===== src/hdl/mips_defs.svh =====
////////////////////////////////////////
// core sizes and the supported encodings
// anything not listed here decodes as nop
////////////////////////////////////////
`ifndef MIPS_DEFS_SVH
`define MIPS_DEFS_SVH

`define MIPS_XLEN       32
`define MIPS_NREGS      32
`define MIPS_IMEM_WORDS 64
`define MIPS_DMEM_WORDS 64

`define MIPS_OP_RTYPE   6'h00
`define MIPS_OP_ADDI    6'h08
`define MIPS_OP_LW      6'h23
`define MIPS_OP_SW      6'h2b

`define MIPS_FN_ADD     6'h20
`define MIPS_FN_SUB     6'h22
`define MIPS_FN_AND     6'h24
`define MIPS_FN_OR      6'h25
`define MIPS_FN_SLT     6'h2a

`endif

===== src/hdl/mips_pkg.sv =====
////////////////////////////////////////
// shared types of the core
// widths come from mips_defs.svh
////////////////////////////////////////
`include "mips_defs.svh"

package mips_pkg;

    typedef logic [`MIPS_XLEN-1:0]               word_t;      // datum or instruction
    typedef logic [$clog2(`MIPS_NREGS)-1:0]      reg_addr_t;
    typedef logic [$clog2(`MIPS_IMEM_WORDS)-1:0] imem_addr_t; // word index, not bytes

    typedef enum logic [2:0]
    {
        alu_add = 3'd0,
        alu_sub = 3'd1,
        alu_and = 3'd2,
        alu_or  = 3'd3,
        alu_slt = 3'd4   // signed compare
    } alu_op_e;

    // operand source in the execute stage
    typedef enum logic [1:0]
    {
        fwd_none     = 2'd0, // value from ID/EX
        fwd_from_mem = 2'd1, // EX/MEM alu result
        fwd_from_wb  = 2'd2  // writeback data
    } fwd_sel_e;

endpackage


===== src/hdl/register_file.sv =====
////////////////////////////////////////
// r0 reads zero, writes to it are dropped
// decode ports see a same-cycle write
////////////////////////////////////////
`timescale 1ns/1ns
`include "mips_defs.svh"

module register_file
(
    input  logic                SYS_clk,
    input  logic                SYS_reset,
    input  mips_pkg::reg_addr_t rs_addr,
    input  mips_pkg::reg_addr_t rt_addr,
    input  mips_pkg::reg_addr_t reg_addr,
    output mips_pkg::word_t     rs_data,
    output mips_pkg::word_t     rt_data,
    output mips_pkg::word_t     reg_data,
    input  logic                wb_reg_write,
    input  mips_pkg::reg_addr_t wb_write_reg,
    input  mips_pkg::word_t     wb_write_data
);

    mips_pkg::word_t regs [0:`MIPS_NREGS-1];
    logic            wb_valid;

    assign wb_valid = wb_reg_write && (wb_write_reg != '0);

    always_ff @(posedge SYS_clk)
    begin
        if (SYS_reset)
        begin
            for (int i = 0; i < `MIPS_NREGS; i++)
                regs[i] <= '0;
        end
        else if (wb_valid)
            regs[wb_write_reg] <= wb_write_data;
    end

    assign rs_data  = (wb_valid && wb_write_reg == rs_addr) ? wb_write_data : regs[rs_addr];
    assign rt_data  = (wb_valid && wb_write_reg == rt_addr) ? wb_write_data : regs[rt_addr];
    assign reg_data = regs[reg_addr]; // observe port updates at the write edge

endmodule


===== config.mk =====
export PLATFORM = sky130hd
export DESIGN_NAME = register_file
export DESIGN_NICKNAME = d
export VERILOG_FILES = /design/src/hdl/mips_pkg.sv /design/src/hdl/register_file.sv
export VERILOG_INCLUDE_DIRS = /design/src /design/src/hdl
export SDC_FILE = /design/constraint.sdc
export NUM_CORES = 2
export LEC_CHECK = 0
export BUFFER_PORTS_ARGS = -buffer_cell sky130_fd_sc_hd__buf_2
export CORE_MARGIN = 3
export CORE_UTILIZATION = 53
export CTS_CLUSTER_DIAMETER = 120
export CTS_CLUSTER_SIZE = 14
export DETAILED_ROUTE_END_ITERATION = 10
export GPL_ROUTABILITY_DRIVEN = 0
export PLACE_DENSITY_LB_ADDON = 0.2
export SLEW_MARGIN = 10
export SYNTH_ARGS = -nofsm -noshare
export SYNTH_HDL_FRONTEND = slang
export SYNTH_SLANG_ARGS = --single-unit

===== constraint.sdc =====
create_clock -name SYS_clk -period 3.65 [get_ports SYS_clk]
set_input_delay 0.5475 -clock SYS_clk [delete_from_list [all_inputs] [get_ports SYS_clk]]
set_output_delay 0.5475 -clock SYS_clk [all_outputs]
set_load 0.1 [all_outputs]

==> results.json <==
{
  "outcome": "finished, final reports clean",
  "synth_top_area_share_pct": 50.1,
  "power_density_nw_per_um2": 423,
  "cts_setup_buffers": 0,
  "cellLeakagePower_nw": 22.9,
  "drv_cap": 0,
  "antenna_found_initial": 29,
  "cts_buffer_depth": 3,
  "synth-async-reset-ratio_pct": 0,
  "grt_pass1_wl_um": 320000,
  "grt-ovfl-total": 0,
  "critPathKind": "in -> out",
  "avgSynthCellArea_um2": 15.9,
  "drc_errors": 0,
  "synthCells": 3852,
  "crit_required_ns": 3.10,
  "cts_sinks": 1024,
  "first_pass_iters": 6,
  "fin_tns_setup_ns": 0,
  "nFillCells": 8382,
  "ctsHoldBuffers": 0,
  "period_minus_slack_ns": 3.57,
  "setup_viol": 0,
  "final_cell_mix": "edfxtp_1, and2_1, mux4_2",
  "area_delta_synth_final_pct": 12.2,
  "end_kind": "output pin",
  "drtAntennaViolNets": 0,
  "rsz0062_at_grt": "no",
  "synth_edf_count": 1024,
  "ir_worst_vdd_mv": 0.398,
  "yosysUniqueCellTypes": 42,
  "seqCellArea_um2": 30700,
  "dieWidth_um": 346,
  "cts_tree": "done",
  "netlist_area_um2": 61400,
  "largest_reg_flops": 1024,
  "track_usage_pct": 38.5,
  "grt_max_degree": 54,
  "synth_ff_type": "edfxtp_1",
  "root_buffer": "clkbuf_16",
  "cts.clk_slew.worst_paths_ns": 0.07,
  "start_util_pct": 53.6,
  "cts-htree-levels": 3,
  "hpwl_um": 140000,
  "holdCritStartpoint": "SYS_reset",
  "synth-seq-cells": 1024,
  "place_inst": 5387,
  "hold_end": "regs[0][18]",
  "largestRegisters": "regs x1024",
  "relSlewSlack_pct": 39.3,
  "largest-register": "regs",
  "min_path_type": "in -> reg",
  "multi_input_area_um2": 29200,
  "io_pins": 151,
  "drv_slew": 0,
  "avgViaCountPerCell": 7.66,
  "wire_per_inst_um": 42.1,
  "rows": 124,
  "die_h_um": 346,
  "core_um2": 115000,
  "ys_warn_count": 0,
  "hold_viol": 0,
  "holdPathStages": 1,
  "mostFrequentLayoutCell": "edfxtp_1",
  "worstPathArrival_ns": 3.02,
  "tightestPinTransition_ns": 0.902,
  "cts_buffers": 83,
  "cts_resized": 1,
  "cp_max_fo": 37,
  "synth.largest_area_cell": "edfxtp_1",
  "grt_pass1_vias": 40700,
  "die_area_um2": 120000,
  "fin_nets": 4015,
  "start_kind": "input port",
  "maxClockFrequency_ghz": 0.280,
  "dr.first_iter.drc_count": 8274,
  "drive_gt1_share_pct": 39.2,
  "port_buffers": 150,
  "fin_crit_sh_pct": 97.7,
  "netlist_top_cells_area": "edfxtp_1, mux4_2, and2_1",
  "final_cell_count_no_fill": 5487,
  "routed-via-count": 42000,
  "synth_seq_area_share_pct": 50.1,
  "finalWirelength_um": 231000
}
==> worst max-delay path by stage <==
stage	startpoint	end	slack, ns	cells after the start
after detailed placement	rt_addr[0]	rt_data[2]	0.11	6
after global placement	rs_addr[2]	rs_data[2]	0.14	6
final	rt_addr[0]	rt_data[22]	0.08	7
after global routing	rs_addr[2]	rs_data[2]	0.04	6
after floorplan	wb_write_reg[2]	rs_data[30]	0.17	7
after CTS	reg_addr[0]	reg_data[17]	0.12	7
==> routing by layer <==
metal | vias to the layer above | share of wire (%) | global-route usage [%]
li1 | 15700 | - | -
met1 | 21400 | 33 | 52.1
met2 | 4078 | 44 | 56.4
met3 | 797 | 16 | 11.7
met4 | 16 | 6.3 | 20.8
met5 | - | 0.10 | 0.824
==> synth_stat cells (3+ instances only) <==
cell type / count
mux4_2: 831
or2_2: 31
edfxtp_1: 1024
o22ai_1: 249
buf_6: 3
buf_2: 86
clkbuf_1: 331
buf_4: 7
nor2_1: 35
or3_1: 3
xor2_1: 4
xnor2_1: 6
nor4_1: 62
and2_1: 961
nand3b_1: 10
nand3_1: 7
nor3_1: 31
mux2_2: 93
nor3b_1: 3
buf_1: 37
or3b_2: 8
mux2_1: 4
==> power breakdown <==
| group | switching, mW | internal [mW] |
|---|---|---|
| clock network | 4.29 | 4.14 |
| registers | 0.465 | 13.6 |
| logic | 4.06 | 2.62 |
| total | 8.82 | 20.4 |
==> kinds of logic after synthesis <==
group,count (synthesis),share of synthesized area (%)
and+or+nand+nor,1164,11.7
DFF,1024,50.1
muxes,929,32.3
buffers and inverters,466,3.10
AOI/OAI and AO/OA,258,2.68
xor gates and xnor gates,10,0.143
other,1,0.00611
==> per-stage QoR <==
step           cell area [um2]  utilization (%)  total power, mW  hold WS, ns  setup WS [ns]
2_1_floorplan            61600                -             18.5        0.746          0.172
3_3_place_gp             66700             58.1             20.8        0.943          0.138
3_5_place_dp             66700             58.1             20.8        0.940          0.107
4_1_cts                  68900             60.1             29.0        0.223          0.121
5_1_grt                  68900             60.1             29.8        0.230         0.0440
6_report                 68900             60.1             29.2        0.240         0.0849
==> worst max-delay path, cell delays in order <==
cell	delay, ns
buf_8	0.30
buf_12	0.36
mux4_2	0.29
o22ai_1	0.11
nor4_1	0.60
mux2_2	0.27
buf_2	0.43
==> area by class of cell <==
type	instances	share of cell area, %
Clock inverter	6	0.109
Clock buffer	85	3.09
Inverter	2	0.0109
Sequential cell	1024	44.6
Tap cell	1512	2.75
Timing Repair Buffer	456	7.02
Antenna cell	9	0.0327
Multi-Input combinational cell	2393	42.4
Power figures use the tool's default switching activity.
