**config.mk**
```make
export PLATFORM = sky130hd
export DESIGN_NAME = fetch_unit
export DESIGN_NICKNAME = d
export VERILOG_FILES = /design/src/hdl/mips_pkg.sv /design/src/hdl/fetch_unit.sv
export VERILOG_INCLUDE_DIRS = /design/src /design/src/hdl
export SDC_FILE = /design/constraint.sdc
export NUM_CORES = 2
export LEC_CHECK = 0
export ABC_AREA = 0
export BUFFER_PORTS_ARGS = -buffer_cell sky130_fd_sc_hd__buf_2
export CAP_MARGIN = 20
export CORE_ASPECT_RATIO = 1.2
export CORE_MARGIN = 2
export CORE_UTILIZATION = 35
export CTS_BUF_LIST = sky130_fd_sc_hd__clkbuf_4 sky130_fd_sc_hd__clkbuf_8
export CTS_CLUSTER_DIAMETER = 120
export CTS_CLUSTER_SIZE = 25
export DETAILED_ROUTE_END_ITERATION = 8
export GPL_TIMING_DRIVEN = 0
export PLACE_DENSITY = 0.55
export SYNTH_ARGS = -nofsm -noshare
export SYNTH_HDL_FRONTEND = slang
export SYNTH_SLANG_ARGS = --single-unit
```
**constraint.sdc**
```tcl
create_clock -name SYS_clk -period 3.3 [get_ports SYS_clk]
set_clock_uncertainty 0.15 [all_clocks]
set_input_delay 0 -clock SYS_clk [delete_from_list [all_inputs] [get_ports SYS_clk]]
set_output_delay 0 -clock SYS_clk [all_outputs]
set_load 0.005 [all_outputs]
```
**src/hdl/mips_defs.svh**
```systemverilog
////////////////////////////////////////
// core sizes and the supported encodings
// anything not listed here decodes as nop
////////////////////////////////////////
`ifndef MIPS_DEFS_SVH
`define MIPS_DEFS_SVH

`define MIPS_XLEN       32
`define MIPS_NREGS      32
`define MIPS_IMEM_WORDS 64
`define MIPS_DMEM_WORDS 64

`define MIPS_OP_RTYPE   6'h00
`define MIPS_OP_ADDI    6'h08
`define MIPS_OP_LW      6'h23
`define MIPS_OP_SW      6'h2b

`define MIPS_FN_ADD     6'h20
`define MIPS_FN_SUB     6'h22
`define MIPS_FN_AND     6'h24
`define MIPS_FN_OR      6'h25
`define MIPS_FN_SLT     6'h2a

`endif
```
**src/hdl/mips_pkg.sv**
```systemverilog
////////////////////////////////////////
// shared types of the core
// widths come from mips_defs.svh
////////////////////////////////////////
`include "mips_defs.svh"

package mips_pkg;

    typedef logic [`MIPS_XLEN-1:0]               word_t;      // datum or instruction
    typedef logic [$clog2(`MIPS_NREGS)-1:0]      reg_addr_t;
    typedef logic [$clog2(`MIPS_IMEM_WORDS)-1:0] imem_addr_t; // word index, not bytes

    typedef enum logic [2:0]
    {
        alu_add = 3'd0,
        alu_sub = 3'd1,
        alu_and = 3'd2,
        alu_or  = 3'd3,
        alu_slt = 3'd4   // signed compare
    } alu_op_e;

    // operand source in the execute stage
    typedef enum logic [1:0]
    {
        fwd_none     = 2'd0, // value from ID/EX
        fwd_from_mem = 2'd1, // EX/MEM alu result
        fwd_from_wb  = 2'd2  // writeback data
    } fwd_sel_e;

endpackage

```
**src/hdl/fetch_unit.sv**
```systemverilog
////////////////////////////////////////
// PC wraps at the imem depth
// load the program while run is low
////////////////////////////////////////
`timescale 1ns/1ns
`include "mips_defs.svh"

module fetch_unit
(
    input  logic                 SYS_clk,
    input  logic                 SYS_reset,
    input  logic                 run,
    input  logic                 imem_we,
    input  mips_pkg::imem_addr_t imem_addr,
    input  mips_pkg::word_t      imem_data,
    output mips_pkg::word_t      id_instr
);

    mips_pkg::word_t      imem [0:`MIPS_IMEM_WORDS-1];
    mips_pkg::imem_addr_t pc;   // word index

    always_ff @(posedge SYS_clk)
    begin
        if (imem_we)
            imem[imem_addr] <= imem_data; // load port
    end

    // PC and IF/ID
    always_ff @(posedge SYS_clk)
    begin
        if (SYS_reset || !run)
        begin
            pc       <= '0;
            id_instr <= '0;  // nop
        end
        else
        begin
            pc       <= pc + 1'b1;
            id_instr <= imem[pc];
        end
    end

endmodule

```
==> results_dict.tcl <==
set metrics [dict create \
    outcome "complete, but fails checks" \
    violations "setup timing" \
    seqPwrFrac 0.684 \
    tightestPinTransition_ns 1.17 \
    ys_seq_area_frac 0.787 \
    wl_per_cell_um 35.6 \
    cts_root_buf "clkbuf_8" \
    drv_cap 0 \
    synth_top_area_share 0.777 \
    yosysUniqueCellTypes 39 \
    crit_path_max_fanout 10 \
    synth_seq_cells 2086 \
    wl_mm 247 \
    relSlewSlack 0.217 \
    grt_overflow_total 0 \
    syn_inst 3505 \
    finalHoldViolCount 0 \
    worstSetupStartpointType "register" \
    synth_edf_count 2048 \
    cts_buffer_depth 3 \
    clk_pin_slew_worst_paths_ns 0.16 \
    setup_viol 7 \
    fp.coreArea_um2 225000 \
    cp-startpoint "pc[3]$_SDFF_PP0_" \
    min_to "imem[15][16]$_DFFE_PP_" \
    period_share 1.03 \
    layoutNonFillerInstCount 6936 \
    nFillCells 19800 \
    fin_crit_ns 3.39 \
    power.density_nw_per_um2 477 \
    power.internal_mw 33.5 \
    switchingPower_mw 9.33 \
    yosysMostFrequentCell "edfxtp_1" \
    route.detailed.drc 0 \
    slowest_delay_ns 0.55 \
    hp-start "imem_data[16]" \
    p_sw_frac 0.218 \
    r2r_setup_slack_ns -0.09 \
    cts-buffers-inserted 94 \
    rr_worst_depth 6 \
    p_leak_nw 26.4 \
    cts_sinks 2086 \
    portBuffers 69 \
    critPathKind "reg2reg" \
    synth_nets 3548 \
    final_nets 3923 \
    synth_area_per_cell_um2 22.6 \
    peakVddDrop_v 0.000358 \
    dp_cells 6692 \
    fp.dieW_um 438 \
    timing.rr.end "id_instr[26]$_SDFF_PP0_" \
    vias 38900 \
    cp.required_ns 3.96 \
    die_height_um 525 \
    power_frac_clock 0.262 \
    clk_latency_ns 0.97 \
    synth-main-ff-cell "edfxtp_1" \
    async_flop_share 0 \
    antenna_found_initial 12 \
    finalWorstSetupSlack_ns -0.0863 \
    timing.fmax_mhz 295 \
    grt_pass1_vias 38400 \
    rows 191 \
    setup_tns_ns -0.377 \
    hold_class "in2reg" \
    drt_pre_antenna_iters 5 \
    fp.dieArea_um2 230000 \
    synth.area.top_cells "edfxtp_1 78%, mux4_2 12%, mux2i_1 3.6%" \
    critPathBufInv 3 \
    syn_to_final_growth_pct 13.3 \
    crit_top_cell "buf_2" \
    grt_use_total 0.212 \
    critical_path_arrival_ns 4.04 \
    antenna_left 0 \
    rsz0062_at_grt "no" \
    finish.utilization 0.398 \
    drive_gt1_frac 0.274 \
    slew_viol_final 0 \
    drt_iter0_markers 5001 \
    grt_first_pass_wirelength_mm 333 \
    hpwl_mm 169 \
    initial_core_util 0.352 \
    io_pins 74 \
    p_comb_frac 0.054 \
    crit_chain "buf_2 > buf_2 > nand2b_1 > clkbuf_1 > o211ai_1 > a22o_1" \
    routed_via_density 5.61 \
    synth_largest_area_cell "edfxtp_1" \
    gp_congestion 0.991 \
    setup.worst_path.end_class "register" \
    cts_max_level 3 \
    syn_area_um2 79100 \
    ys_warn_count 0 \
    cts_tree "done" \
    crit_slowest_cell "o211ai_1" \
    grt_start_max_net_pins 65 \
    r2r-start "pc[3]$_SDFF_PP0_" \
    hold_depth 3 \
    cpLargestDelayFamily "buffers and inverters" \
    synth_commonest_cells "2048 x edfxtp_1, 435 x mux4_2, 282 x mux2i_1, 84 x nor2_1, 81 x o22ai_1" \
]
-- metrics by stage --
step / setup slack (ns) / hold slack [ns] / cell area, um2 / power (mW)
2_1_floorplan: 0.554 / -0.0511 / 79100 / 30.8
3_3_place_gp: -2.16 / 0.233 / 83200 / 31.9
3_5_place_dp: -1.07 / 0.182 / 86400 / 32.1
4_1_cts: 0.0125 / 0.00389 / 89500 / 43.0
5_1_grt: 0.00183 / 0.0561 / 89700 / 43.9
6_report: -0.0863 / 0.0589 / 89700 / 42.8
-- per-layer routing --
metal  part of all wire  vias up  track usage
li1                   -    15500            -
met1               0.39    21400        0.274
met2               0.49     1638        0.350
met3              0.064      340       0.0256
met4              0.061        6        0.115
met5            0.00015        -            0
-- power by group through the flow --
stage	registers, mW	clock network, mW	logic, mW
after detailed placement	29.9	0	2.19
after global routing	29.3	12.2	2.41
after global placement	29.9	0	1.99
final	29.3	11.2	2.32
after floorplan	29.9	0	0.945
after CTS	29.3	11.4	2.32
-- sequential cells by signal, summed over array words and instances, names as in the netlist --
| register | count |
|---|---|
| id_instr | 32 |
| imem | 2048 |
| pc | 6 |
-- placed cells by master, fill, tap and decap left out, types with 14 or more instances in the layout --
master	n
o211ai_1	26
o21ai_0	34
buf_2	111
a211oi_1	23
a22o_1	21
buf_16	39
clkbuf_2	25
o221ai_1	14
nor2_1	22
dlygate4sd3_1	78
clkbuf_4	56
clkbuf_8	97
a211oi_2	14
nor2_4	62
o22ai_1	81
dfxtp_1	37
clkbuf_1	36
buf_6	31
a211oi_4	14
mux4_2	435
buf_4	71
edfxtp_1	2048
mux2i_1	272
buf_12	78
a21oi_1	26
a221oi_1	39
-- worst reg2reg max path: stages (launching register included) --
cell and delay [ns]:
dfxtp_1 0.42, buf_2 0.45, buf_2 0.54, nand2b_1 0.23, clkbuf_1 0.45, o211ai_1 0.55, a22o_1 0.46
-- how the worst max path moves through the flow --
stage / depth (start not counted) / slack [ns] / to
floorplan: 4 / 0.55 / imem[10][0]$_DFFE_PP_
global placement: 4 / -2.16 / imem[50][31]$_DFFE_PP_
detailed placement: 8 / -1.07 / id_instr[4]$_SDFF_PP0_
CTS: 9 / 0.01 / id_instr[27]$_SDFF_PP0_
global route: 8 / 0.002 / id_instr[3]$_SDFF_PP0_
finish: 6 / -0.09 / id_instr[26]$_SDFF_PP0_
-- timing repair --
| item | in CTS | in global routing |
|---|---|---|
| hold buffers | 76 | 4 |
| pin swaps | 10 | 4 |
| setup buffers | 1 | 0 |
| gates cloned | 0 | 0 |
| setup endpoints to repair | 32 | 21 |
| resized for setup | 165 | 25 |
| endpoints found under the hold margin | 2288 | 64 |
-- cell families (layout without fill, tap and decap cells) --
kind of cell,count (synthesis),in the layout,share of synthesized area
XOR/XNOR,4,4,0.000443
flip-flops,2086,2086,0.787
AO/OA/AOI/OAI,353,353,0.0313
multiplexers,717,717,0.159
AND/OR/NAND/NOR,139,139,0.00805
other,0,9,0
buffers and inverters,205,636,0.0138
adder cells (fa/ha/maj),1,1,0.000158
-- layout make-up --
type,count,area (um2),area share
clock buffers,146,1700,0.0190
clock inverters,6,91.3,0.00102
repair buffers,282,3950,0.0440
diodes,9,22.5,0.000251
flip-flops and latches,2086,62300,0.694
multi-input cells,1214,16600,0.186
well taps,2991,3740,0.0417
plain buffers,202,1290,0.0144
(Power assumes the default switching activity.)
