===== src/hdl/mips_defs.svh =====
////////////////////////////////////////
// core sizes and the supported encodings
// anything not listed here decodes as nop
////////////////////////////////////////
`ifndef MIPS_DEFS_SVH
`define MIPS_DEFS_SVH

`define MIPS_XLEN       32
`define MIPS_NREGS      32
`define MIPS_IMEM_WORDS 64
`define MIPS_DMEM_WORDS 64

`define MIPS_OP_RTYPE   6'h00
`define MIPS_OP_ADDI    6'h08
`define MIPS_OP_LW      6'h23
`define MIPS_OP_SW      6'h2b

`define MIPS_FN_ADD     6'h20
`define MIPS_FN_SUB     6'h22
`define MIPS_FN_AND     6'h24
`define MIPS_FN_OR      6'h25
`define MIPS_FN_SLT     6'h2a

`endif

===== src/hdl/mips_pkg.sv =====
////////////////////////////////////////
// shared types of the core
// widths come from mips_defs.svh
////////////////////////////////////////
`include "mips_defs.svh"

package mips_pkg;

    typedef logic [`MIPS_XLEN-1:0]               word_t;      // datum or instruction
    typedef logic [$clog2(`MIPS_NREGS)-1:0]      reg_addr_t;
    typedef logic [$clog2(`MIPS_IMEM_WORDS)-1:0] imem_addr_t; // word index, not bytes

    typedef enum logic [2:0]
    {
        alu_add = 3'd0,
        alu_sub = 3'd1,
        alu_and = 3'd2,
        alu_or  = 3'd3,
        alu_slt = 3'd4   // signed compare
    } alu_op_e;

    // operand source in the execute stage
    typedef enum logic [1:0]
    {
        fwd_none     = 2'd0, // value from ID/EX
        fwd_from_mem = 2'd1, // EX/MEM alu result
        fwd_from_wb  = 2'd2  // writeback data
    } fwd_sel_e;

endpackage


===== src/hdl/ex_mem_if.sv =====
////////////////////////////////////////
// EX/MEM pipeline register contents
////////////////////////////////////////
`timescale 1ns/1ns

interface ex_mem_if;

    mips_pkg::word_t     alu_result;  // also the byte address for lw/sw
    mips_pkg::word_t     store_data;
    mips_pkg::reg_addr_t write_reg;
    logic                reg_write;
    logic                mem_read;
    logic                mem_write;
    logic                mem_to_reg;

    modport src
    (
        output alu_result, store_data, write_reg, reg_write, mem_read, mem_write, mem_to_reg
    );

    modport dst
    (
        input alu_result, store_data, write_reg, reg_write, mem_read, mem_write, mem_to_reg
    );

    // forwarding compare only
    modport snoop
    (
        input write_reg, reg_write
    );

endinterface


===== src/hdl/memory_unit.sv =====
////////////////////////////////////////
// word-addressed dmem, low 2 address bits dropped
// addresses wrap at the dmem depth
////////////////////////////////////////
`timescale 1ns/1ns
`include "mips_defs.svh"

module memory_unit
(
    input  logic                SYS_clk,
    input  logic                SYS_reset,
    ex_mem_if.dst               ex_mem,
    output logic                wb_reg_write,
    output mips_pkg::reg_addr_t wb_write_reg,
    output mips_pkg::word_t     wb_write_data
);

    localparam int DMEM_AW = $clog2(`MIPS_DMEM_WORDS);

    mips_pkg::word_t    dmem [0:`MIPS_DMEM_WORDS-1];
    logic [DMEM_AW-1:0] dmem_idx;
    mips_pkg::word_t    load_q;       // MEM/WB load data
    mips_pkg::word_t    alu_q;        // MEM/WB alu result
    logic               mem_to_reg_q;

    assign dmem_idx = ex_mem.alu_result[DMEM_AW+1:2]; // byte address / 4

    always_ff @(posedge SYS_clk)
    begin
        if (ex_mem.mem_write)
            dmem[dmem_idx] <= ex_mem.store_data;
    end

    // MEM/WB
    always_ff @(posedge SYS_clk)
    begin
        alu_q        <= ex_mem.alu_result;
        wb_write_reg <= ex_mem.write_reg;
        if (ex_mem.mem_read)
            load_q <= dmem[dmem_idx]; // only loads update it
        if (SYS_reset)
        begin
            wb_reg_write <= 1'b0;
            mem_to_reg_q <= 1'b0;
        end
        else
        begin
            wb_reg_write <= ex_mem.reg_write;
            mem_to_reg_q <= ex_mem.mem_to_reg;
        end
    end

    assign wb_write_data = mem_to_reg_q ? load_q : alu_q;

endmodule


===== src/flat_wrapper.sv =====
// flat-port wrapper written by rule: the top's interface ports become plain ports
module memory_unit_flat 
  (SYS_clk, SYS_reset, wb_reg_write, wb_write_reg, wb_write_data, ex_mem_alu_result, ex_mem_store_data, ex_mem_write_reg, ex_mem_reg_write, ex_mem_mem_read, ex_mem_mem_write, ex_mem_mem_to_reg);
  ex_mem_if ex_mem_i ();
  input  logic SYS_clk;
  input  logic SYS_reset;
  output logic wb_reg_write;
  output mips_pkg::reg_addr_t wb_write_reg;
  output mips_pkg::word_t wb_write_data;
  input wire logic [$bits(ex_mem_i.alu_result)-1:0] ex_mem_alu_result;
  input wire logic [$bits(ex_mem_i.store_data)-1:0] ex_mem_store_data;
  input wire logic [$bits(ex_mem_i.write_reg)-1:0] ex_mem_write_reg;
  input wire logic [$bits(ex_mem_i.reg_write)-1:0] ex_mem_reg_write;
  input wire logic [$bits(ex_mem_i.mem_read)-1:0] ex_mem_mem_read;
  input wire logic [$bits(ex_mem_i.mem_write)-1:0] ex_mem_mem_write;
  input wire logic [$bits(ex_mem_i.mem_to_reg)-1:0] ex_mem_mem_to_reg;
  assign ex_mem_i.alu_result = ex_mem_alu_result;
  assign ex_mem_i.store_data = ex_mem_store_data;
  assign ex_mem_i.write_reg = ex_mem_write_reg;
  assign ex_mem_i.reg_write = ex_mem_reg_write;
  assign ex_mem_i.mem_read = ex_mem_mem_read;
  assign ex_mem_i.mem_write = ex_mem_mem_write;
  assign ex_mem_i.mem_to_reg = ex_mem_mem_to_reg;
  memory_unit u_core (.SYS_clk(SYS_clk), .SYS_reset(SYS_reset), .ex_mem(ex_mem_i), .wb_reg_write(wb_reg_write), .wb_write_reg(wb_write_reg), .wb_write_data(wb_write_data));
endmodule

===== config.mk =====
export PLATFORM = sky130hd
export DESIGN_NAME = memory_unit_flat
export DESIGN_NICKNAME = d
export VERILOG_FILES = /design/src/hdl/mips_pkg.sv /design/src/hdl/ex_mem_if.sv /design/src/hdl/memory_unit.sv /design/src/flat_wrapper.sv
export VERILOG_INCLUDE_DIRS = /design/src /design/src/hdl
export SDC_FILE = /design/constraint.sdc
export NUM_CORES = 2
export LEC_CHECK = 0
export BUFFER_PORTS_ARGS = -buffer_cell sky130_fd_sc_hd__clkbuf_2
export CORE_AREA = 4 4 406 408
export CTS_CLUSTER_DIAMETER = 60
export DETAILED_ROUTE_END_ITERATION = 16
export DIE_AREA = 0 0 410 412
export HOLD_SLACK_MARGIN = 0.05
export PLACE_DENSITY = 0.65
export SKIP_CTS_REPAIR_TIMING = 1
export SYNTH_ARGS = -nofsm -noshare
export SYNTH_HDL_FRONTEND = slang
export SYNTH_SLANG_ARGS = --single-unit

===== constraint.sdc =====
create_clock -name SYS_clk -period 7 [get_ports SYS_clk]
set_input_delay 1.05 -clock SYS_clk [delete_from_list [all_inputs] [get_ports SYS_clk]]
set_output_delay 1.05 -clock SYS_clk [all_outputs]
set_load 0.1 [all_outputs]

==> impl_summary.txt <==
----------------------------------------------------
[Run status]
  Run status ... completed

[Floorplan]
  IO Pins ... between 100 and 150
  Horizontal die dimension ... a little over 400 um
  Full die area ... approximately 0.17 sq mm
  Initial Util ... 49.5%
  Vertical die dimension ... ~410 um
  Number of placement rows ... ~150
  Standard cell core area ... 0.162 sq mm

[Setup path]
  Worst Setup End Kind ... flop
  Delay of the slowest critical-path stage ... around 0.68 ns
  CP Data Arrival Time ... about 4.9 ns
  Required time at the worst-slack endpoint ... around 7.6 ns
  CP delay by family, top ... simple AND/OR/NAND/NOR gates
  Cell mode on critical path ... buf_4
  Maximum fanout along the worst path ... 52
  Slowest cell on crit path ... nand4_1
  Crit path buf inv count ... 3
  Startpoint types ... input port
  Cells along the critical path ... buf_8, buf_4, nor2_4, buf_4, a221oi_1, nor2_1, o21ai_0, nand4_1, or3_1
  Kind of critical path ... in -> reg

[Route]
  Pre-Repair DR Iteration Count ... 8
  DRC violations left ... 0
  Count of nets left with antenna violations after detail routing ... 0
  Number of vias per cell after detailed routing ... between 6 and 7
  Drt total wl ... roughly 230 mm
  Routed via count ... approximately 46k
  Post-DR wirelength/cell ... around 33 um
  Iter 0 DRT Violations ... between 6k and 7k

[Pwr]
  Pwr per Cell Area ... around 290 mW/mm^2
  Static Leakage ... between 20 and 30 nW
  Peak VDD IR ... approximately 0.00027 V

[Timing]
  Post-route clock skew ... roughly 0.041 ns
  Final-report setup violation count ... 0
  Worst slack on hold paths ... 0.294 ns
  Highest Clock Rate ... 231 MHz
  Slew of the pin with the lowest slew margin ... between 1 and 1.5 ns
  Setup tns final ... 0 ns
  Final Max Slew Viols ... 0
  Shortest period the worst path allows ... between 4 and 5 ns
  RSZ-0062 raised after global routing ... false
  Final hold violations ... 0
  Share of the clock period used by the worst path ... approximately 62%
  Worst max-slew margin expressed relative to the limit ... under 10%

[Global route]
  Global-route wire length before repair ... ~330 mm
  Via count of the first global-routing pass ... approximately 44k
  Remaining global-route overflow ... 0
  Maximum number of pins on one net before global-route repair ... around 140
  Global-route usage over all layers ... around 27%
  Number of antenna violations at the first check in global routing ... 12

[Final layout]
  Layout cells sized above 1 ... 16.4%
  Fill cells ... between 10k and 15k
  Largest register FFs ... roughly 2.0k
  Final layout net count ... roughly 4.7k
  Largest registers ranked by flip-flop count ... u_core.dmem x2048, u_core.alu_q x32, u_core.load_q x32
  Most common library cell in the layout ignoring fill and taps ... edfxtp_1
  Commonest cells after routing, fill and taps aside ... edfxtp_1 (2080), a221oi_1 (356), a22oi_1 (245)
  Register ranked first by flip-flop count ... u_core.dmem
  Post-route core utilization ... 56.0%
  Area Growth Syn to Fin ... 13.0%

[Yosys]
  Number of enable-type register cells in the synthesized netlist ... between 2k and 2.5k
  Mean area per synthesized cell ... between 15 and 20 sq um
  Number of different library cells in the post-synthesis netlist ... 65
  Async SR Flop Fraction ... 0%
  Net count after synthesis ... 4587
  Yosys Warn Count ... 0
  Most used DFF post-synth ... edfxtp_1
  Synthesized cell area ... 0.0801 sq mm
  Syn Inst Count ... about 4.5k
  Seq/Total Area, Yosys ... 79.0%
  Yosys reg bits ... 2119

[Clocking]
  Root Buffer Master ... clkbuf_16
  TritonCTS clock tree ... built
  Insertion delay to the later sink of the worst-skew pair ... 0.86 ns
  Number of buffers added by the clock tree synthesis step ... 211
  Clock transition at the register clock pins on the worst setup and hold paths after CTS ... 0.06 ns
  Max Root-Sink Buffers ... 3
  H-Tree Depth ... 4
  CTS sink cnt ... approximately 2.1k

[Min path]
  Type of the most critical hold path ... in -> reg

[Flow run]
  Max-cap violations ... 0

[Place]
  Placer Congestion ... a little under 0.9
  Count of buffers inserted at the top-level ports ... roughly 110
  Total half-perimeter wirelength after legalization and detailed placement ... approximately 130 mm

----------------------------------------------------
-- power breakdown --
group	total, mW	leakage [nW]	switching (mW)	internal, mW
clock	11.0	3.28	4.84	6.18
sequential	14.1	19.1	0.0544	14.1
combinational	1.55	6.26	1.16	0.393
-- worst paths after layout --
check                        start                end  slack [ns]  depth (start not counted)
min reg2reg     u_core.dmem[4][30]  u_core.load_q[30]        0.68                          3
min          ex_mem_alu_result[10]   u_core.alu_q[10]        0.29                          1
max           ex_mem_alu_result[2]  u_core.load_q[16]        2.67                          9
max reg2reg    u_core.dmem[45][16]  u_core.load_q[16]        4.28                          5
-- synthesized netlist by cell type, types with 28 or more instances --
cell      count  area (sq um)
nand2_1      71           267
mux2_2       99          1110
o21ai_0     167           836
a221oi_1    356          3120
buf_2       128           641
clkbuf_1    139           522
buf_1        37           139
o211ai_1     28           210
o22ai_1     144           901
nor2_1      249           935
a21oi_1     111           556
mux2i_1     219          2190
a22oi_1     245          1840
a221o_1      40           400
edfxtp_1   2080         62500
dfxtp_1      39           781
a22o_1       53           464
mux4_2       28           631
-- area by class of cell --
cell class / count / area (sq um) / share of cell area, %
diodes: 16 / 40.0 / 0.0442
clock buffers: 252 / 5460 / 6.03
clock inverters: 133 / 1310 / 1.45
inverters: 3 / 18.8 / 0.0207
multi-input cells: 2047 / 15700 / 17.4
flip-flops and latches: 2119 / 63200 / 69.9
well taps: 2175 / 2720 / 3.01
repair buffers: 283 / 2010 / 2.22
-- routing by layer --
metal	GRT usage, %	wire length [um]
met5	0	30
met1	37.2	89700
met4	10.6	9610
met3	5.24	23000
met2	42.1	108000
-- per-stage QoR --
step / power [mW] / setup slack, ns / std cells / area (sq um)
floorplan: 15.2 / 2.86 / 4512 / 80100
detailed placement: 15.9 / 1.97 / 6626 / 83700
global route: 27.4 / 2.76 / 7024 / 90500
finish: 26.7 / 2.67 / 7028 / 90500
global placement: 15.9 / 2.05 / 6626 / 83700
CTS: 26.8 / 2.89 / 7011 / 90500
-- kinds of logic after synthesis --
group	count (synthesis)	synth area share [%]
and+or+nand+nor	450	2.48
muxes	354	5.03
AOI/OAI and AO/OA	1243	11.4
buffers and inverters	346	2.08
DFF	2119	79.0
(Power assumes the default switching activity.)
