--- src/hdl/mips_defs.svh ---
////////////////////////////////////////
// core sizes and the supported encodings
// anything not listed here decodes as nop
////////////////////////////////////////
`ifndef MIPS_DEFS_SVH
`define MIPS_DEFS_SVH

`define MIPS_XLEN       32
`define MIPS_NREGS      32
`define MIPS_IMEM_WORDS 64
`define MIPS_DMEM_WORDS 64

`define MIPS_OP_RTYPE   6'h00
`define MIPS_OP_ADDI    6'h08
`define MIPS_OP_LW      6'h23
`define MIPS_OP_SW      6'h2b

`define MIPS_FN_ADD     6'h20
`define MIPS_FN_SUB     6'h22
`define MIPS_FN_AND     6'h24
`define MIPS_FN_OR      6'h25
`define MIPS_FN_SLT     6'h2a

`endif
--- src/hdl/mips_pkg.sv ---
////////////////////////////////////////
// shared types of the core
// widths come from mips_defs.svh
////////////////////////////////////////
`include "mips_defs.svh"

package mips_pkg;

    typedef logic [`MIPS_XLEN-1:0]               word_t;      // datum or instruction
    typedef logic [$clog2(`MIPS_NREGS)-1:0]      reg_addr_t;
    typedef logic [$clog2(`MIPS_IMEM_WORDS)-1:0] imem_addr_t; // word index, not bytes

    typedef enum logic [2:0]
    {
        alu_add = 3'd0,
        alu_sub = 3'd1,
        alu_and = 3'd2,
        alu_or  = 3'd3,
        alu_slt = 3'd4   // signed compare
    } alu_op_e;

    // operand source in the execute stage
    typedef enum logic [1:0]
    {
        fwd_none     = 2'd0, // value from ID/EX
        fwd_from_mem = 2'd1, // EX/MEM alu result
        fwd_from_wb  = 2'd2  // writeback data
    } fwd_sel_e;

endpackage

--- src/hdl/ex_mem_if.sv ---
////////////////////////////////////////
// EX/MEM pipeline register contents
////////////////////////////////////////
`timescale 1ns/1ns

interface ex_mem_if;

    mips_pkg::word_t     alu_result;  // also the byte address for lw/sw
    mips_pkg::word_t     store_data;
    mips_pkg::reg_addr_t write_reg;
    logic                reg_write;
    logic                mem_read;
    logic                mem_write;
    logic                mem_to_reg;

    modport src
    (
        output alu_result, store_data, write_reg, reg_write, mem_read, mem_write, mem_to_reg
    );

    modport dst
    (
        input alu_result, store_data, write_reg, reg_write, mem_read, mem_write, mem_to_reg
    );

    // forwarding compare only
    modport snoop
    (
        input write_reg, reg_write
    );

endinterface

--- src/hdl/ex_ctrl_if.sv ---
////////////////////////////////////////
// execute-stage control bundle
// fwd selects are combinational
////////////////////////////////////////
`timescale 1ns/1ns

interface ex_ctrl_if;

    mips_pkg::alu_op_e   alu_op;
    logic                alu_src_imm; // b operand is the immediate
    mips_pkg::fwd_sel_e  fwd_a;       // rs source
    mips_pkg::fwd_sel_e  fwd_b;       // rt source
    logic                mem_read;
    logic                mem_write;
    logic                reg_write;
    logic                mem_to_reg;
    mips_pkg::reg_addr_t write_reg;   // rd or rt

    modport ctrl
    (
        output alu_op, alu_src_imm, fwd_a, fwd_b,
        output mem_read, mem_write, reg_write, mem_to_reg, write_reg
    );

    modport exec
    (
        input alu_op, alu_src_imm, fwd_a, fwd_b,
        input mem_read, mem_write, reg_write, mem_to_reg, write_reg
    );

endinterface

--- src/hdl/pipeline_control.sv ---
////////////////////////////////////////
// decode, ID/EX control and forwarding
// no load-use stall, lw result needs a gap
////////////////////////////////////////
`timescale 1ns/1ns
`include "mips_defs.svh"

module pipeline_control
(
    input  logic                SYS_clk,
    input  logic                SYS_reset,
    input  mips_pkg::word_t     id_instr,
    ex_ctrl_if.ctrl             ctrl,
    ex_mem_if.snoop             ex_mem,
    input  logic                wb_reg_write,
    input  mips_pkg::reg_addr_t wb_write_reg
);

    logic [5:0]          opcode;
    logic [5:0]          funct;
    mips_pkg::reg_addr_t rs;
    mips_pkg::reg_addr_t rt;
    mips_pkg::reg_addr_t rd;
    mips_pkg::alu_op_e   dec_alu_op;
    logic                dec_alu_src_imm;
    logic                dec_mem_read;
    logic                dec_mem_write;
    logic                dec_reg_write;
    logic                dec_mem_to_reg;
    logic                dec_dst_rd;      // R-type writes rd
    mips_pkg::reg_addr_t ex_rs;           // ID/EX source indices
    mips_pkg::reg_addr_t ex_rt;

    assign opcode = id_instr[31:26];
    assign rs     = id_instr[25:21];
    assign rt     = id_instr[20:16];
    assign rd     = id_instr[15:11];
    assign funct  = id_instr[5:0];

    always_comb
    begin
        dec_alu_op      = mips_pkg::alu_add;
        dec_alu_src_imm = 1'b0;
        dec_mem_read    = 1'b0;
        dec_mem_write   = 1'b0;
        dec_reg_write   = 1'b0;
        dec_mem_to_reg  = 1'b0;
        dec_dst_rd      = 1'b0;
        case (opcode)
            `MIPS_OP_RTYPE:
            begin
                dec_dst_rd    = 1'b1;
                dec_reg_write = 1'b1;
                case (funct)
                    `MIPS_FN_ADD: dec_alu_op = mips_pkg::alu_add;
                    `MIPS_FN_SUB: dec_alu_op = mips_pkg::alu_sub;
                    `MIPS_FN_AND: dec_alu_op = mips_pkg::alu_and;
                    `MIPS_FN_OR:  dec_alu_op = mips_pkg::alu_or;
                    `MIPS_FN_SLT: dec_alu_op = mips_pkg::alu_slt;
                    default:      dec_reg_write = 1'b0; // all-zero word lands here
                endcase
            end
            `MIPS_OP_ADDI:
            begin
                dec_alu_src_imm = 1'b1;
                dec_reg_write   = 1'b1;
            end
            `MIPS_OP_LW:
            begin
                dec_alu_src_imm = 1'b1;
                dec_mem_read    = 1'b1;
                dec_reg_write   = 1'b1;
                dec_mem_to_reg  = 1'b1;
            end
            `MIPS_OP_SW:
            begin
                dec_alu_src_imm = 1'b1;
                dec_mem_write   = 1'b1;
            end
            default:
                dec_reg_write = 1'b0; // unknown opcode retires as nop
        endcase
    end

    // ID/EX control register
    always_ff @(posedge SYS_clk)
    begin
        ctrl.alu_op      <= dec_alu_op;
        ctrl.alu_src_imm <= dec_alu_src_imm;
        ctrl.write_reg   <= dec_dst_rd ? rd : rt;
        ex_rs            <= rs;
        ex_rt            <= rt;
        if (SYS_reset)
        begin
            ctrl.mem_read   <= 1'b0;
            ctrl.mem_write  <= 1'b0;
            ctrl.reg_write  <= 1'b0;
            ctrl.mem_to_reg <= 1'b0;
        end
        else
        begin
            ctrl.mem_read   <= dec_mem_read;
            ctrl.mem_write  <= dec_mem_write;
            ctrl.reg_write  <= dec_reg_write;
            ctrl.mem_to_reg <= dec_mem_to_reg;
        end
    end

    // newest producer wins, r0 never forwarded
    function automatic mips_pkg::fwd_sel_e fwd_select
    (
        input mips_pkg::reg_addr_t src,
        input logic                mem_we,
        input mips_pkg::reg_addr_t mem_reg,
        input logic                wb_we,
        input mips_pkg::reg_addr_t wb_reg
    );
        if (mem_we && mem_reg != '0 && mem_reg == src)
            return mips_pkg::fwd_from_mem;
        else if (wb_we && wb_reg != '0 && wb_reg == src)
            return mips_pkg::fwd_from_wb;
        else
            return mips_pkg::fwd_none;
    endfunction

    always_comb
    begin
        ctrl.fwd_a = fwd_select(ex_rs, ex_mem.reg_write, ex_mem.write_reg,
                                wb_reg_write, wb_write_reg);
        ctrl.fwd_b = fwd_select(ex_rt, ex_mem.reg_write, ex_mem.write_reg,
                                wb_reg_write, wb_write_reg);
    end

endmodule

--- src/flat_wrapper.sv ---
// flat-port wrapper written by rule: the top's interface ports become plain ports
module pipeline_control_flat 
  (SYS_clk, SYS_reset, id_instr, wb_reg_write, wb_write_reg, ctrl_alu_op, ctrl_alu_src_imm, ctrl_fwd_a, ctrl_fwd_b, ctrl_mem_read, ctrl_mem_write, ctrl_reg_write, ctrl_mem_to_reg, ctrl_write_reg, ex_mem_write_reg, ex_mem_reg_write);
  ex_ctrl_if ctrl_i ();
  ex_mem_if ex_mem_i ();
  input  logic SYS_clk;
  input  logic SYS_reset;
  input  mips_pkg::word_t id_instr;
  input  logic wb_reg_write;
  input  mips_pkg::reg_addr_t wb_write_reg;
  output wire logic [$bits(ctrl_i.alu_op)-1:0] ctrl_alu_op;
  output wire logic [$bits(ctrl_i.alu_src_imm)-1:0] ctrl_alu_src_imm;
  output wire logic [$bits(ctrl_i.fwd_a)-1:0] ctrl_fwd_a;
  output wire logic [$bits(ctrl_i.fwd_b)-1:0] ctrl_fwd_b;
  output wire logic [$bits(ctrl_i.mem_read)-1:0] ctrl_mem_read;
  output wire logic [$bits(ctrl_i.mem_write)-1:0] ctrl_mem_write;
  output wire logic [$bits(ctrl_i.reg_write)-1:0] ctrl_reg_write;
  output wire logic [$bits(ctrl_i.mem_to_reg)-1:0] ctrl_mem_to_reg;
  output wire logic [$bits(ctrl_i.write_reg)-1:0] ctrl_write_reg;
  input wire logic [$bits(ex_mem_i.write_reg)-1:0] ex_mem_write_reg;
  input wire logic [$bits(ex_mem_i.reg_write)-1:0] ex_mem_reg_write;
  assign ctrl_alu_op = ctrl_i.alu_op;
  assign ctrl_alu_src_imm = ctrl_i.alu_src_imm;
  assign ctrl_fwd_a = ctrl_i.fwd_a;
  assign ctrl_fwd_b = ctrl_i.fwd_b;
  assign ctrl_mem_read = ctrl_i.mem_read;
  assign ctrl_mem_write = ctrl_i.mem_write;
  assign ctrl_reg_write = ctrl_i.reg_write;
  assign ctrl_mem_to_reg = ctrl_i.mem_to_reg;
  assign ctrl_write_reg = ctrl_i.write_reg;
  assign ex_mem_i.write_reg = ex_mem_write_reg;
  assign ex_mem_i.reg_write = ex_mem_reg_write;
  pipeline_control u_core (.SYS_clk(SYS_clk), .SYS_reset(SYS_reset), .id_instr(id_instr), .ctrl(ctrl_i), .ex_mem(ex_mem_i), .wb_reg_write(wb_reg_write), .wb_write_reg(wb_write_reg));
endmodule
--- config.mk ---
export PLATFORM = sky130hd
export DESIGN_NAME = pipeline_control_flat
export DESIGN_NICKNAME = d
export VERILOG_FILES = /design/src/hdl/mips_pkg.sv /design/src/hdl/ex_mem_if.sv /design/src/hdl/ex_ctrl_if.sv /design/src/hdl/pipeline_control.sv /design/src/flat_wrapper.sv
export VERILOG_INCLUDE_DIRS = /design/src /design/src/hdl
export SDC_FILE = /design/constraint.sdc
export NUM_CORES = 1
export LEC_CHECK = 0
export BUFFER_PORTS_ARGS = -buffer_cell sky130_fd_sc_hd__buf_2
export CAP_MARGIN = 15
export CORE_MARGIN = 1
export CORE_UTILIZATION = 35
export CTS_CLUSTER_SIZE = 25
export DETAILED_ROUTE_END_ITERATION = 10
export PLACE_DENSITY = 0.67
export REMOVE_ABC_BUFFERS = 1
export SKIP_LAST_GASP = 1
export SLEW_MARGIN = 20
export SYNTH_ARGS = -nofsm -noshare
export SYNTH_HDL_FRONTEND = slang
export SYNTH_SLANG_ARGS = --single-unit
export TNS_END_PERCENT = 20
--- constraint.sdc ---
create_clock -name SYS_clk -period 3.7 [get_ports SYS_clk]
set_clock_uncertainty 0.15 [all_clocks]
set_input_delay 0.555 -clock SYS_clk [delete_from_list [all_inputs] [get_ports SYS_clk]]
set_output_delay 0.555 -clock SYS_clk [all_outputs]
set_load 0.01 [all_outputs]
==> flow_summary_export.csv <==
group,metric,value,unit
status,status,"finished, final reports clean",
logic_synthesis,ys_seq_area_share,48.8,%
clocking,clkSinkCount,22,
routing,num_vias,823,
logic_synthesis,synth_top_family_by_area,"XOR/XNOR gates",
timing,tightest_slew,354,ps
min_path,hold_depth,1,
timing,rsz0062_at_grt,"false",
routing,wl_per_cell,10.6,um
logic_synthesis,synth_cell_types,24,
min_path,min_to,"u_core.ex_rs[1]",
critical_path,startpoint,"ex_mem_write_reg[0]",
routing,drt_pass1_iterations,6,
clocking,cts_root_buffer,"clkbuf_4",
floorplan,io_pins,63,
timing,tns,0,ps
critical_path,path_buf_inv,2,
floorplan,die_area,2790,um^2
global_routing,track_usage,14.5,%
routing,final_antenna_net_count,0,
final_layout,final_area,1250,um^2
placement,gp_congestion,0.739,
logic_synthesis,synth-adder-area-share,0,%
timing,slew_viol_final,0,
timing,finalHoldViolCount,0,
critical_path,crit_family,"simple AND/OR/NAND/NOR gates",
pwr,p_leak,0.569,nW
placement,dpl_cell_area,1220,um^2
global_routing,gr-total-overflow,0,
routing,drc_errors,0,
clocking,htree_num_levels,1,
final_layout,nFillCells,251,
timing,fmax,0.382,GHz
floorplan,num_rows,18,
routing,drt_wl_total,1.88,mm
logic_synthesis,async_flop_share,0,%
routing,via_per_inst,4.65,
floorplan,die_h,52.8,um
logic_synthesis,synth_compound_area_share,4.99,%
clocking,tritoncts,"done",
critical_path,slowest_stage,"or4_1",
floorplan,core_region_area,2450,um^2
placement,dp_hpwl,1.60,mm
clocking,clk_path_buf_depth,2,
final_layout,final_cell_mix,"buf_2, dfxtp_1, xnor2_1, nor4_1, mux2_2",
timing,period_needed,2620,ps
floorplan,initial_core_util,36.8,%
min_path,hold_path.class,"input port to register",
floorplan,die_x,52.8,um
critical_path,crit_fanout,3,
logic_synthesis,netlist_instances,87,
pwr,fin_total_pwr,0.449,mW
pwr,power.density,358,nW/um^2
final_layout,nNetsFinal,194,
global_routing,grt_max_degree,13,
placement,placed_cells,173,
routing,dr.first_iter.drc_count,7,
critical_path,slowest_delay,550,ps
timing,finalCritPeriodShare,70.7,%
critical_path,worstSetupPathType,"input port to output port",
final_layout,area_growth,38.9,%
logic_synthesis,netlist_area,903,um^2
global_routing,grt_pass1_wl,2.89,mm
clocking,hold_buffers,0,
logic_synthesis,synth_xor_area_share,19.4,%
critical_path,critPathCaptureType,"output port",
min_path,hp-start,"id_instr[22]",
job,drv_cap,0,
timing,slew_headroom,76.2,%
critical_path,cp.required,2990,ps
logic_synthesis,synth_simple_gate_area_share,19.0,%
logic_synthesis,synth-main-ff-cell,"dfxtp_1",
logic_synthesis,syn_avg_cell_area,10.4,um^2
placement,numPortBuffers,57,
final_layout,drive_gt1_share,46.3,%
pwr,vdd_drop_max,0.000248,V
logic_synthesis,synthMuxAreaShare,6.23,%
final_layout,final_common_cell,"buf_2",
final_layout,instances_no_fill,177,
critical_path,startpoint_type,"input port",
logic_synthesis,synth-edff-count,0,
critical_path,crit_path_cell_trace,"buf_2, or4_1, o21ai_2, nor4_1, nor4_1, buf_2",
global_routing,first_global_vias,737,
final_layout,insertedDiodeCount,0,
clocking,numCtsBuffers,3,
timing,finalSetupViolCount,0,
clocking,cts_resized,0,
global_routing,antenna_found_initial,0,
critical_path,worstPathArrival,1910,ps
timing,hold_slack,198,ps
logic_synthesis,yosys_warnings,0,
logic_synthesis,synth-seq-cells,22,
clocking,postCtsSetupRepairBufs,0,
clocking,clk_pin_slew,120,ps
[metrics by stage]
| stage | setup slack (ps) | utilization, % |
|---|---|---|
| floorplan | 1210 | - |
| finish | 1080 | 51.1 |
| global route | 954 | 51.1 |
| CTS | 1080 | 51.1 |
| detailed placement | 1080 | 49.6 |
| global placement | 1130 | 49.6 |
[power breakdown]
part           switching [mW]  internal (mW)
sequential            0.00554          0.246
clock                  0.0675         0.0599
combinational          0.0313         0.0386
total                   0.104          0.345
[cell families after synthesis]
| logic type | Yosys count |
|---|---|
| compound gates | 7 |
| xor+xnor | 20 |
| buf+inv | 3 |
| flops | 22 |
| mux | 5 |
| simple gates | 30 |
[how the worst max path moves through the flow]
| stage | end | slack (ps) | depth (start not counted) |
|---|---|---|---|
| 2_1_floorplan | ctrl_fwd_a[1] | 1210 | 4 |
| 3_3_place_gp | ctrl_fwd_a[1] | 1130 | 6 |
| 3_5_place_dp | ctrl_fwd_a[1] | 1080 | 6 |
| 4_1_cts | ctrl_fwd_a[1] | 1080 | 6 |
| 5_1_grt | ctrl_fwd_a[1] | 950 | 6 |
| 6_report | ctrl_fwd_a[1] | 1080 | 6 |
[final cells by class]
| cell class | instances | area (um^2) | area share, % |
|---|---|---|---|
| Clock buffer | 4 | 36.3 | 2.89 |
| Sequential cell | 22 | 440 | 35.1 |
| Tap cell | 30 | 37.5 | 2.99 |
| Multi-Input combinational cell | 62 | 448 | 35.7 |
| Timing Repair Buffer | 57 | 285 | 22.7 |
| Inverter | 2 | 7.51 | 0.598 |
[metal layers]
layer	vias up	routed length (um)	share of wire, %	track usage, %
met2	38	919	49	26.6
met4	0	10	0.53	7.89
li1	431	-	-	-
met3	2	168	8.9	2.90
met5	-	0	0	0
met1	352	780	42	15.3
[synth_stat cells (all sizes together), types with 2 or more instances]
library cell / number / share of area (%)
nand2: 4 / 1.7
nand3: 3 / 1.7
dfxtp: 22 / 49
a21oi: 3 / 1.7
nor3: 3 / 1.7
or4: 2 / 1.7
inv: 2 / 0.83
xor2: 4 / 3.9
mux2: 5 / 6.2
nor2: 3 / 1.2
nor4: 7 / 4.8
nand4: 2 / 1.4
xnor2: 16 / 16
No activity file was read; power rests on OpenSTA's default activity.
